File: src/hw/analog_io_pkg.sv
//////////////////////////////////////////////////
// analog I/O constants
// widths, bus map and limits shared by the data path and register block
//////////////////////////////////////////////////

package analog_io_pkg;

  // data path
  localparam int unsigned CHN_NUM    = 2;   // interleaved analog channels
  localparam int unsigned ADC_WORD_W = 16;  // raw ADC word, 2 LSBs reserved
  localparam int unsigned DAT_W      = 14;  // sample and DAC code width

  // control bus
  localparam int unsigned SYS_AW = 32;
  localparam int unsigned SYS_DW = 32;

  // regions, taken from address bits 22:20
  localparam logic [2:0] REG_HK  = 3'd0;  // housekeeping
  localparam logic [2:0] REG_OFS = 3'd1;  // channel offsets

  // byte offsets inside housekeeping
  localparam logic [19:0] HK_ID_OFS   = 20'h00000;
  localparam logic [19:0] HK_CTRL_OFS = 20'h00004;  // bit 0 digital loopback
  localparam logic [19:0] HK_LED_OFS  = 20'h00008;

  // byte offsets inside the offset region
  localparam logic [19:0] OFS_CH0_OFS = 20'h00000;
  localparam logic [19:0] OFS_CH1_OFS = 20'h00004;

  // read-only board identification
  localparam logic [SYS_DW-1:0] BOARD_ID = 32'hA10C_0002;

  // 14-bit signed saturation limits
  localparam logic signed [DAT_W-1:0] SAT_MAX = 8191;
  localparam logic signed [DAT_W-1:0] SAT_MIN = -8192;

endpackage

File: src/hw/adc_capture.sv
//////////////////////////////////////////////////
// ADC capture
// input registers, negative-slope offset binary to two's complement
//////////////////////////////////////////////////

module adc_capture (
  input  logic                                   adc_clk,
  input  logic                                   rst_i,
  input  logic [analog_io_pkg::CHN_NUM-1:0][analog_io_pkg::ADC_WORD_W-1:0] adc_dat_i,
  output logic signed [analog_io_pkg::DAT_W-1:0] sample_o [analog_io_pkg::CHN_NUM]
);

  localparam int unsigned MSB = analog_io_pkg::ADC_WORD_W - 1;  // sign position
  localparam int unsigned LSB = analog_io_pkg::ADC_WORD_W - analog_io_pkg::DAT_W;

  // two reserved bits dropped, sign kept, magnitude bits flipped
  always_ff @(posedge adc_clk)
  begin
    for (int ch = 0; ch < analog_io_pkg::CHN_NUM; ch++)
    begin
      if (rst_i)
        sample_o[ch] <= '0;  // mid scale
      else
        sample_o[ch] <= {adc_dat_i[ch][MSB], ~adc_dat_i[ch][MSB-1:LSB]};
    end
  end

endmodule

File: src/hw/analog_channel.sv
//////////////////////////////////////////////////
// analog channel stage
// loopback select, DC offset add and 14-bit saturation
//////////////////////////////////////////////////

module analog_channel (
  input  logic                                   adc_clk,
  input  logic                                   rst_i,
  input  logic signed [analog_io_pkg::DAT_W-1:0] sample_i,       // from ADC
  input  logic signed [analog_io_pkg::DAT_W-1:0] offset_i,       // DC offset reg
  input  logic                                   digital_loop_i,
  output logic signed [analog_io_pkg::DAT_W-1:0] result_o
);

  localparam int unsigned SUM_W = analog_io_pkg::DAT_W + 1;  // one guard bit

  logic signed [analog_io_pkg::DAT_W-1:0] dat_sel;  // ADC or own feedback
  logic signed [SUM_W-1:0]                dat_sum;
  logic signed [analog_io_pkg::DAT_W-1:0] dat_sat;

  // loopback takes our own last DAC value
  assign dat_sel = digital_loop_i ? result_o : sample_i;

  // both operands sign extended by one bit
  assign dat_sum = SUM_W'(dat_sel) + SUM_W'(offset_i);

  // top two bits differ -> overflow, pick limit by sum sign
  always_comb
  begin
    if (dat_sum[SUM_W-1:SUM_W-2] == 2'b01)
      dat_sat = analog_io_pkg::SAT_MAX;
    else if (dat_sum[SUM_W-1:SUM_W-2] == 2'b10)
      dat_sat = analog_io_pkg::SAT_MIN;
    else
      dat_sat = dat_sum[analog_io_pkg::DAT_W-1:0];
  end

  always_ff @(posedge adc_clk)
  begin
    if (rst_i)
      result_o <= '0;
    else
      result_o <= dat_sat;
  end

  // feedback loop starts from zero
  a_zero_after_reset : assert property (
    @(posedge adc_clk)
    rst_i |=> (result_o == '0)
  );

endmodule

File: src/hw/analog_io_top.sv
//////////////////////////////////////////////////
// analog I/O top level
// ADC capture, per-channel offset stage, DAC interleaver and control registers
//////////////////////////////////////////////////

module analog_io_top (
  input  logic                                    adc_clk,
  input  logic                                    rst_i,
  // ADC sample bus, one word per channel
  input  logic [analog_io_pkg::CHN_NUM-1:0][analog_io_pkg::ADC_WORD_W-1:0] adc_dat_i,
  // control bus
  input  logic [analog_io_pkg::SYS_AW-1:0]        sys_addr_i,
  input  logic [analog_io_pkg::SYS_DW-1:0]        sys_wdata_i,
  input  logic                                    sys_wen_i,
  input  logic                                    sys_ren_i,
  output logic [analog_io_pkg::SYS_DW-1:0]        sys_rdata_o,
  output logic                                    sys_ack_o,
  // DAC, both channels on one bus
  output logic [analog_io_pkg::DAT_W-1:0]         dac_dat_o,
  output logic                                    dac_sel_o,  // 0 ch0, 1 ch1
  output logic                                    dac_rst_o,
  output logic [7:0]                              led_o
);

  //////////////////////////////////////////////////
  // internal wires

  logic                                      digital_loop;  // loopback enable
  logic signed [analog_io_pkg::DAT_W-1:0]    offset [analog_io_pkg::CHN_NUM];
  logic signed [analog_io_pkg::DAT_W-1:0]    sample [analog_io_pkg::CHN_NUM];  // two's compl
  logic signed [analog_io_pkg::DAT_W-1:0]    result [analog_io_pkg::CHN_NUM];  // saturated

  // register block, all eight bus regions
  sys_regs u_sys_regs (
    .adc_clk        (adc_clk),
    .rst_i          (rst_i),
    .sys_addr_i     (sys_addr_i),
    .sys_wdata_i    (sys_wdata_i),
    .sys_wen_i      (sys_wen_i),
    .sys_ren_i      (sys_ren_i),
    .sys_rdata_o    (sys_rdata_o),
    .sys_ack_o      (sys_ack_o),
    .digital_loop_o (digital_loop),
    .led_o          (led_o),
    .offset_o       (offset)
  );

  // ADC input registers
  adc_capture u_adc_capture (
    .adc_clk   (adc_clk),
    .rst_i     (rst_i),
    .adc_dat_i (adc_dat_i),
    .sample_o  (sample)
  );

  //////////////////////////////////////////////////
  // one offset and saturate stage per channel

  for (genvar ch = 0; ch < analog_io_pkg::CHN_NUM; ch++)
  begin : g_chan
    analog_channel u_channel (
      .adc_clk        (adc_clk),
      .rst_i          (rst_i),
      .sample_i       (sample[ch]),
      .offset_i       (offset[ch]),
      .digital_loop_i (digital_loop),  // shared by both channels
      .result_o       (result[ch])
    );
  end

  // back to offset binary, time multiplexed
  dac_interleave u_dac_interleave (
    .adc_clk   (adc_clk),
    .rst_i     (rst_i),
    .result_i  (result),
    .dac_dat_o (dac_dat_o),
    .dac_sel_o (dac_sel_o),
    .dac_rst_o (dac_rst_o)
  );

endmodule

File: src/hw/dac_interleave.sv
//////////////////////////////////////////////////
// DAC interleaver
// offset binary codes for both channels on one bus, alternating select
//////////////////////////////////////////////////

module dac_interleave (
  input  logic                                   adc_clk,
  input  logic                                   rst_i,
  input  logic signed [analog_io_pkg::DAT_W-1:0] result_i [analog_io_pkg::CHN_NUM],
  output logic [analog_io_pkg::DAT_W-1:0]        dac_dat_o,
  output logic                                   dac_sel_o,
  output logic                                   dac_rst_o
);

  localparam int unsigned MSB = analog_io_pkg::DAT_W - 1;

  logic [analog_io_pkg::DAT_W-1:0] dac_code [analog_io_pkg::CHN_NUM];  // latched pair

  // DAC reset, held one extra cycle after release
  always_ff @(posedge adc_clk)
  begin
    dac_rst_o <= rst_i;
  end

  // select toggles every cycle once the DAC is out of reset
  always_ff @(posedge adc_clk)
  begin
    if (rst_i || dac_rst_o)
      dac_sel_o <= 1'b0;
    else
      dac_sel_o <= ~dac_sel_o;
  end

  // pair captured on the high to low edge of sel
  always_ff @(posedge adc_clk)
  begin
    for (int ch = 0; ch < analog_io_pkg::CHN_NUM; ch++)
    begin
      if (rst_i)
        dac_code[ch] <= {1'b0, {MSB{1'b1}}};  // code for zero
      else if (!dac_rst_o && dac_sel_o)
        dac_code[ch] <= {result_i[ch][MSB], ~result_i[ch][MSB-1:0]};
    end
  end

  assign dac_dat_o = dac_sel_o ? dac_code[1] : dac_code[0];  // low ch0, high ch1

  // one channel per cycle, no stall outside reset
  a_sel_toggles : assert property (
    @(posedge adc_clk) disable iff (rst_i)
    !dac_rst_o |=> (dac_sel_o != $past(dac_sel_o))
  );

endmodule

File: src/hw/sys_regs.sv
//////////////////////////////////////////////////
// control bus register block
// region decode, housekeeping and offset registers, read mux, acknowledge
//////////////////////////////////////////////////

module sys_regs (
  input  logic                                   adc_clk,
  input  logic                                   rst_i,
  // control bus
  input  logic [analog_io_pkg::SYS_AW-1:0]       sys_addr_i,
  input  logic [analog_io_pkg::SYS_DW-1:0]       sys_wdata_i,
  input  logic                                   sys_wen_i,
  input  logic                                   sys_ren_i,
  output logic [analog_io_pkg::SYS_DW-1:0]       sys_rdata_o,
  output logic                                   sys_ack_o,
  // configuration outputs
  output logic                                   digital_loop_o,
  output logic [7:0]                             led_o,
  output logic signed [analog_io_pkg::DAT_W-1:0] offset_o [analog_io_pkg::CHN_NUM]
);

  //////////////////////////////////////////////////
  // address split

  logic [2:0]                        region;     // addr 22:20, eight regions
  logic [19:0]                       reg_ofs;    // byte offset in region
  logic [analog_io_pkg::SYS_DW-1:0]  rdata_mux;  // combinational read value

  assign region  = sys_addr_i[22:20];
  assign reg_ofs = sys_addr_i[19:0];

  //////////////////////////////////////////////////
  // register writes
  // write lands on the strobe edge, same edge that raises ack

  always_ff @(posedge adc_clk)
  begin
    if (rst_i)
    begin
      digital_loop_o <= 1'b0;
      led_o          <= '0;
      for (int ch = 0; ch < analog_io_pkg::CHN_NUM; ch++)
      begin
        offset_o[ch] <= '0;  // no DC shift out of reset
      end
    end
    else if (sys_wen_i)
    begin
      if (region == analog_io_pkg::REG_HK)
      begin
        case (reg_ofs)
          analog_io_pkg::HK_CTRL_OFS: digital_loop_o <= sys_wdata_i[0];
          analog_io_pkg::HK_LED_OFS:  led_o          <= sys_wdata_i[7:0];
          default: ;  // ID is read only
        endcase
      end
      else if (region == analog_io_pkg::REG_OFS)
      begin
        case (reg_ofs)
          analog_io_pkg::OFS_CH0_OFS: offset_o[0] <= sys_wdata_i[analog_io_pkg::DAT_W-1:0];
          analog_io_pkg::OFS_CH1_OFS: offset_o[1] <= sys_wdata_i[analog_io_pkg::DAT_W-1:0];
          default: ;
        endcase
      end
    end
  end

  //////////////////////////////////////////////////
  // read multiplexer
  // unmapped offsets and regions 2..7 read zero

  always_comb
  begin
    rdata_mux = '0;
    if (region == analog_io_pkg::REG_HK)
    begin
      case (reg_ofs)
        analog_io_pkg::HK_ID_OFS:   rdata_mux = analog_io_pkg::BOARD_ID;
        analog_io_pkg::HK_CTRL_OFS: rdata_mux[0]   = digital_loop_o;
        analog_io_pkg::HK_LED_OFS:  rdata_mux[7:0] = led_o;
        default: ;
      endcase
    end
    else if (region == analog_io_pkg::REG_OFS)
    begin
      // offsets come back zero extended, raw 14-bit field
      case (reg_ofs)
        analog_io_pkg::OFS_CH0_OFS: rdata_mux[analog_io_pkg::DAT_W-1:0] = offset_o[0];
        analog_io_pkg::OFS_CH1_OFS: rdata_mux[analog_io_pkg::DAT_W-1:0] = offset_o[1];
        default: ;
      endcase
    end
  end

  //////////////////////////////////////////////////
  // acknowledge and read data, one cycle after strobe

  always_ff @(posedge adc_clk)
  begin
    if (rst_i)
      sys_ack_o <= 1'b0;
    else
      sys_ack_o <= sys_wen_i | sys_ren_i;  // every region answers
  end

  always_ff @(posedge adc_clk)
  begin
    if (sys_ren_i)
      sys_rdata_o <= rdata_mux;  // only meaningful with ack
  end

  // ack never appears without a strobe one cycle earlier
  a_ack_after_strobe : assert property (
    @(posedge adc_clk) disable iff (rst_i)
    sys_ack_o |-> $past(sys_wen_i || sys_ren_i)
  );

  // master waits for the ack before the next strobe
  a_no_strobe_pending : assert property (
    @(posedge adc_clk) disable iff (rst_i)
    (sys_wen_i || sys_ren_i) |=> !(sys_wen_i || sys_ren_i)
  );

endmodule
File: config.mk
export PLATFORM = sky130hd
export DESIGN_NAME = analog_io_top
export DESIGN_NICKNAME = d
export VERILOG_FILES = /design/src/hw/analog_io_pkg.sv /design/src/hw/adc_capture.sv /design/src/hw/analog_channel.sv /design/src/hw/analog_io_top.sv /design/src/hw/dac_interleave.sv /design/src/hw/sys_regs.sv
export SDC_FILE = /design/constraint.sdc
export NUM_CORES = 1
export LEC_CHECK = 0
export BUFFER_PORTS_ARGS = -buffer_cell sky130_fd_sc_hd__buf_4
export CORE_UTILIZATION = 34
export DETAILED_ROUTE_END_ITERATION = 10
export GPL_TIMING_DRIVEN = 0
export SYNTH_ARGS = -nofsm -noshare
export SYNTH_HDL_FRONTEND = slang
export SYNTH_HIERARCHICAL = 1
export SYNTH_SLANG_ARGS = --single-unit
File: constraint.sdc
create_clock -name adc_clk -period 3.35 [get_ports adc_clk]
set_input_delay 0.335 -clock adc_clk [delete_from_list [all_inputs] [get_ports adc_clk]]
set_output_delay 0.335 -clock adc_clk [all_outputs]
set_load 0.01 [all_outputs]
# Word level (Yosys, flattened, before mapping)
# Memories as Yosys holds them, arrays and structs flattened.
# Index checks and enable logic that the tools add are counted.
# word_totals
inputBits	100
latch_bits	0
out_inout_bits	57
word_cells	65
regBits	128
ramBits	28
memories	1
romBits	0
# memory_table
memory	depth	word_bits	rd	rd_clocked_by_memory_dff	wr	line_no	rtl
u_dac_interleave.dac_code	2	14	2	0	2	dac_interleave.sv:17	logic [analog_io_pkg::DAT_W-1:0] dac_code [analog_io_pkg::CHN_NUM];
# classes
shifts	0
magnitude_cmp	0
n_eq_ne	7
reduce_logical	11
n_addsub	2
n_div	0
mux	20
n_mul	0
bitwise_logic	9
# op_table
cell	n
$mux W14	9
$not A13 Y13	4
$add A14 B14 Y15	2
$pmux W14 S2	1
$mux W13	2
$mux W24	1
$eq A20 B3 Y1 const B	1
$eq A20 B4 Y1 const B	1
$logic_not A20 Y1	1
$pmux W7 S2	1
$reduce_and A4 Y1	2
$reduce_and A3 Y1	2
$mux W1	5
$eq A2 B1 Y1 const B	2
$eq A2 B2 Y1 const B	2
$reduce_or A2 Y1	2
$eq A3 B1 Y1 const B	1
$logic_not A3 Y1	1
$or A1 B1 Y1	3
$not A1 Y1	2
$pmux W1 S2	1
$logic_and A1 B1 Y1	1
$logic_not A1 Y1	1
$logic_or A1 B1 Y1	1

# Logic depth before layout (Yosys ltp)
# logic_depth
ltp_word	6
mapped_depth	12
mapped_depth_nobuf	11

# Hierarchy
# Netlist, hierarchy kept.
# by_module_without_submodules
module	area_per_inst_um2	seq_area_each_um2	instances	cells_per_inst
sys_regs	2627.5	1211.2	1	276
analog_channel at g_chan[1].u_channel	1637.8	280.3	1	200
analog_channel at g_chan[0].u_channel	1517.7	280.3	1	156
dac_interleave	1218.7	880.8	1	80
adc_capture	706.9	560.5	1	59

# Worst setup path after synthesis
# Ideal clock, no wire load.
# synth_timing
path_type	register -> register
start	register u_sys_regs.digital_loop_o
end	register g_chan[0].u_channel/result_o[10] (netlist bit)
path_stages_with_launch	12
arrival_time_ps	2985
setup_ps	85
path_slack_ps	281
n_path_buf	3
t_required_ps	3265
synth_period_minus_slack_ps	3069
path_cell_list	dfxtp_1 -> clkbuf_1 -> mux2_2 -> ha_1 -> buf_6 -> a21oi_2 -> o221ai_2 -> a221o_1 -> a211oi_2 -> o2bb2a_4 -> buf_6 -> o31ai_2
# synth_between
elab_chain_cells	5
elab_cells_between_ends	6
cone_classes	add/sub (1); eq/ne (2); mux (3)
# synth_rtl
item	line_no	rtl
start, declared	sys_regs.sv:17	output logic digital_loop_o,
start signal, assigned	sys_regs.sv:52	analog_io_pkg::HK_CTRL_OFS: digital_loop_o <= sys_wdata_i[0];
$mux W14 *	analog_channel.sv:22	assign dat_sel = digital_loop_i ? result_o : sample_i;
$add A14 B14 Y15 *	analog_channel.sv:25	assign dat_sum = SUM_W'(dat_sel) + SUM_W'(offset_i);
$eq A2 B2 Y1	analog_channel.sv:32	else if (dat_sum[SUM_W-1:SUM_W-2] == 2'b10)
$mux W14	analog_channel.sv:32	
$mux W13 *	analog_channel.sv:30	if (dat_sum[SUM_W-1:SUM_W-2] == 2'b01)
end signal, assigned	analog_channel.sv:43	result_o <= dat_sat;
end, declared	analog_channel.sv:12	output logic signed [analog_io_pkg::DAT_W-1:0] result_o
# Every way passes the cells marked *; elsewhere a longest branch is shown, timed or not.
# A chain may end at the register's enable or synchronous reset.

# Worst setup path after layout
# layout_timing
start	register u_sys_regs.digital_loop_o
end	register g_chan[0].u_channel/result_o[5] (netlist bit)
# The elaborated chain is that of the path after synthesis.

==> results.txt <==
----------------------------------------------------
[Synth]
  Main synth FF type ... sky130_fd_sc_hd__dfxtp_1
  Syn Inst Count ... 771
  Syn. warnings ... 6
  Netlist Area Pre-Place ... 0.00771 mm2
  Share of synthesized registers carrying an async set or reset ... 0%
  Number of library cell types mapped by synthesis ... 85
  Share of synthesized area occupied by flip-flops and latches ... 41.7%
  Number of enable-type register cells in the synthesized netlist ... 43
  Synth Register Bits ... roughly 140
  Mean Syn Cell Area ... approximately 10 um2

[Setup path]
  Data arrival, critical path ... 3520 ps
  Worst Setup SP ... u_sys_regs/digital_loop_o
  CP max stage delay ... 480 ps
  Worst path slowest cell ... sky130_fd_sc_hd__dfxtp_4
  Worst-path cell chain ... clkbuf_4 > mux2_2 > ha_1 > a21oi_2 > o221ai_2 > a221o_1 > o211ai_4 > o2bb2ai_2 > buf_6 > o31ai_2
  WP buf/inv ... 2
  Crit Reg-Reg Startpoint ... u_sys_regs/digital_loop_o
  Startpoint kind of the worst setup timing path ... flip-flop
  Crit path required time ... 3680 ps
  Total number of cells along the worst setup path ... 10
  Reg-to-reg slack, setup ... 160 ps
  R2R cell count ... 10
  Critical R2R Capture ... g_chan[0].u_channel/result_o[5]
  Type of the worst setup path ... reg2reg
  Kind of cell adding the most delay to the critical path ... compound AO/OA/AOI/OAI gates
  Largest fanout of any net on the critical path ... 12
  Element type at the critical path end ... flip-flop
  Critical path endpoint ... g_chan[0].u_channel/result_o[5]

[STA]
  Setup Skew ... between 10 and 15 ps
  Hold WS ... between 50 and 60 ps
  Max-slew headroom ... 25.4%
  Number of setup violations in the final report ... 0
  Worst Setup Slack, final ... 162 ps
  Highest Clock Rate ... about 310 MHz
  Pins over their slew limit ... 0
  Least-Margin Pin Slew ... 1120 ps
  Final count of hold timing violations ... 0
  Unrepaired setup endpoints after global routing ... no
  Period minus WS final ... ~3200 ps
  Period utilisation layout ... 95.2%

[Floorplan]
  Horiz. Die Dim ... roughly 150 um
  Cell row count ... 54
  I/O pin cnt ... about 160
  Height of the die ... 153 um
  Die Outline Area ... approximately 0.023 mm2
  Standard cell core area ... 0.0220 mm2
  Starting utilization of the core area ... between 30% and 40%

[Placed design]
  Worst setup slack after placement ... -492 ps
  Half-perimeter wire length after detailed placement ... about 16000 um
  Final weighted congestion in routability-driven placement ... approximately 0.87
  Count of input and output buffers ... 110
  Total placed cells including tap cells ... 1173

[Global routing]
  Maximum number of pins on one net before global-route repair ... 29
  Wire length of the first global-routing pass ... 32800 um
  Initial antenna violation count ... 0
  Vias in the first global route ... 6001
  Overflow after GRT ... 0
  Total global routing track utilization ... between 10% and 20%

[Finish]
  Layout cells sized above 1 ... about 30%
  Count of inserted antenna diode cells ... 0
  Area growth from synthesis to layout ... 23.5%
  Non-filler cells, final ... 1205
  Area of the multi-input gates ... between 0.004 and 0.005 mm2
  Final net count ... roughly 1000
  Final-layout fill cell count ... ~2200
  Total area of sequential cells ... roughly 0.0032 mm2

[Clock network]
  Cts hold-fix bufs ... 0
  Postcts setup bufs ... 0
  Clock sink total ... approximately 140
  CTS tree ... yes
  Clock slew at reported path FFs ... 60 ps
  Number of levels the H-tree was split into ... 4
  CTS Buf Count ... 17
  Clock root buffer ... sky130_fd_sc_hd__clkbuf_16
  Clk buf depth ... 2
  Worst-Skew Late Latency ... ~430 ps

[Routing]
  Final routed wire length divided by cell count ... around 18 um
  Number of DRC violations after detailed-routing iteration 0 ... between 400 and 500
  Pre-Repair DR Iteration Count ... 10
  Detail Route Antenna Nets ... 0
  Total vias in the final route ... between 6000 and 7000
  Post-Route WL ... about 21000 um
  Routed vias/inst ... approximately 5.3
  Remaining routing DRC violations ... 7

[Power and ir drop]
  Gate power share ... under 10%
  VDD IR-drop max ... 281 uV
  Areal power density over the cells ... between 400 and 500 mW/mm2
  Internal cell power ... ~3.0 mW
  Clk pwr share ... around 45%
  Switching part of the total power ... between 20% and 30%
  Sequential cell fraction of total power ... a little under half
  Total leakage power ... about 3.7 nW
  Switching Power ... roughly 1 mW

[Outcome]
  Outcome ... complete, but fails checks
  Violations in the final reports ... design-rule violations

[Job]
  # Max-Cap Violations ... 0

[Min path]
  Hold/Removal Path Class ... in2reg

----------------------------------------------------
[logic make-up (layout without fill, tap and decap cells)]
family / Yosys count / count (layout) / synth area share [%]
flops: 139 / 139 / 41.7
buf+inv: 81 / 223 / 6.52
fa+ha+maj: 32 / 32 / 5.34
mux: 67 / 67 / 9.37
compound gates: 193 / 193 / 17.8
xor+xnor: 18 / 18 / 2.05
simple gates: 240 / 240 / 17.2
other cells: 1 / 13 / 0.0486
[routing by layer]
layer  GRT usage [%]  vias up  share of wire, %
met2            29.8      220                48
li1                -     3100                 -
met3            3.81       22               5.7
met1            24.3     3025                45
met4            5.39        0               1.3
met5               0        -                 0
[cells in the final DEF (no fill, tap or decap), drive strengths merged, types with 3 or more instances in the layout]
cell	instances
mux2i	26
or4	4
nand4	33
o211ai	6
inv	21
edfxtp	43
nor3	8
nand2b	23
o31ai	13
mux2	41
and2	9
conb	13
a221oi	7
o21a	3
a311oi	7
a31oi	4
a21oi	72
o21ai	51
buf	156
xor2	12
and3	5
clkinv	6
nor2b	6
nor4	10
clkinvlp	3
nand2	61
a21o	7
nor2	53
xnor2	6
a2111oi	3
dfxtp	96
o22ai	6
clkbuf	37
nand3	17
ha	28
[sequential cells by signal (all words and copies together), names as in the netlist]
register                    cells
u_dac_interleave/dac_rst_o      1
u_dac_interleave/dac_sel_o      1
g_chan.u_channel/result_o      28
u_sys_regs/offset_o            28
u_adc_capture/sample_o         28
u_sys_regs/sys_rdata_o         15
u_sys_regs/sys_ack_o            1
u_sys_regs/led_o                8
u_sys_regs/digital_loop_o       1
u_dac_interleave/dac_code      28
[repair_timing]
| item | 4_1_cts | 5_1_grt |
|---|---|---|
| pin swaps | 0 | 1 |
| resized for setup | 4 | 8 |
| cloned | 0 | 0 |
| setup endpoints to repair | 27 | 20 |
[power by group through the flow]
| stage | registers [mW] | clock network (mW) | logic, mW |
|---|---|---|---|
| floorplan | 1.84 | 0 | 0.213 |
| global placement | 1.84 | 0 | 0.366 |
| detailed placement | 1.84 | 0 | 0.368 |
| CTS | 1.81 | 1.81 | 0.369 |
| global route | 1.81 | 1.89 | 0.402 |
| finish | 1.81 | 1.78 | 0.369 |
[through the flow]
stage / area, um2 / power, mW / setup TNS, ps / utilization (%)
2_1_floorplan: 7750 / 2.05 / 0 / -
3_3_place_gp: 8930 / 2.21 / -9760 / 40.5
3_5_place_dp: 8930 / 2.21 / -10540 / 40.5
4_1_cts: 9500 / 3.98 / 0 / 43.1
5_1_grt: 9520 / 4.10 / 0 / 43.2
6_report: 9520 / 3.95 / 0 / 43.2
[synth_stat cells, drive strengths merged (8+ instances only)]
master / number / area share, %
nor4: 10 / 1.2
ha: 28 / 4.5
xor2: 12 / 1.4
inv: 15 / 0.73
clkbuf: 19 / 0.94
nand4: 33 / 3.1
nor2: 53 / 2.7
mux2i: 26 / 3.4
and2: 9 / 0.80
mux2: 41 / 6.0
nand2b: 23 / 1.9
nand2: 61 / 3.0
o21ai: 51 / 3.5
buf: 46 / 4.8
nand3: 17 / 1.3
a21oi: 72 / 5.1
dfxtp: 96 / 25
o31ai: 13 / 1.9
edfxtp: 43 / 17
nor3: 8 / 0.52
[worst min-delay path by stage]
stage,startpoint,end,depth (start not counted),slack [ps]
6_report,adc_dat_i[9],u_adc_capture/sample_o[21],2,60
5_1_grt,adc_dat_i[6],u_adc_capture/sample_o[18],2,40
4_1_cts,adc_dat_i[6],u_adc_capture/sample_o[18],2,40
3_5_place_dp,g_chan[1].u_channel/result_o[0],u_dac_interleave/dac_code[1][0],1,450
3_3_place_gp,g_chan[1].u_channel/result_o[2],u_dac_interleave/dac_code[1][2],1,450
2_1_floorplan,rst_i,u_dac_interleave/dac_rst_o,0,360
[area by class of cell]
type,instances,area share [%]
Multi-Input combinational cell,563,42.6
Inverter,16,0.631
Tap cell,280,3.68
Clock buffer,18,4.73
Clock inverter,14,1.16
Timing Repair Buffer,110,8.68
Sequential cell,139,33.8
Buffer,65,4.73
Power figures use the tool's default switching activity.
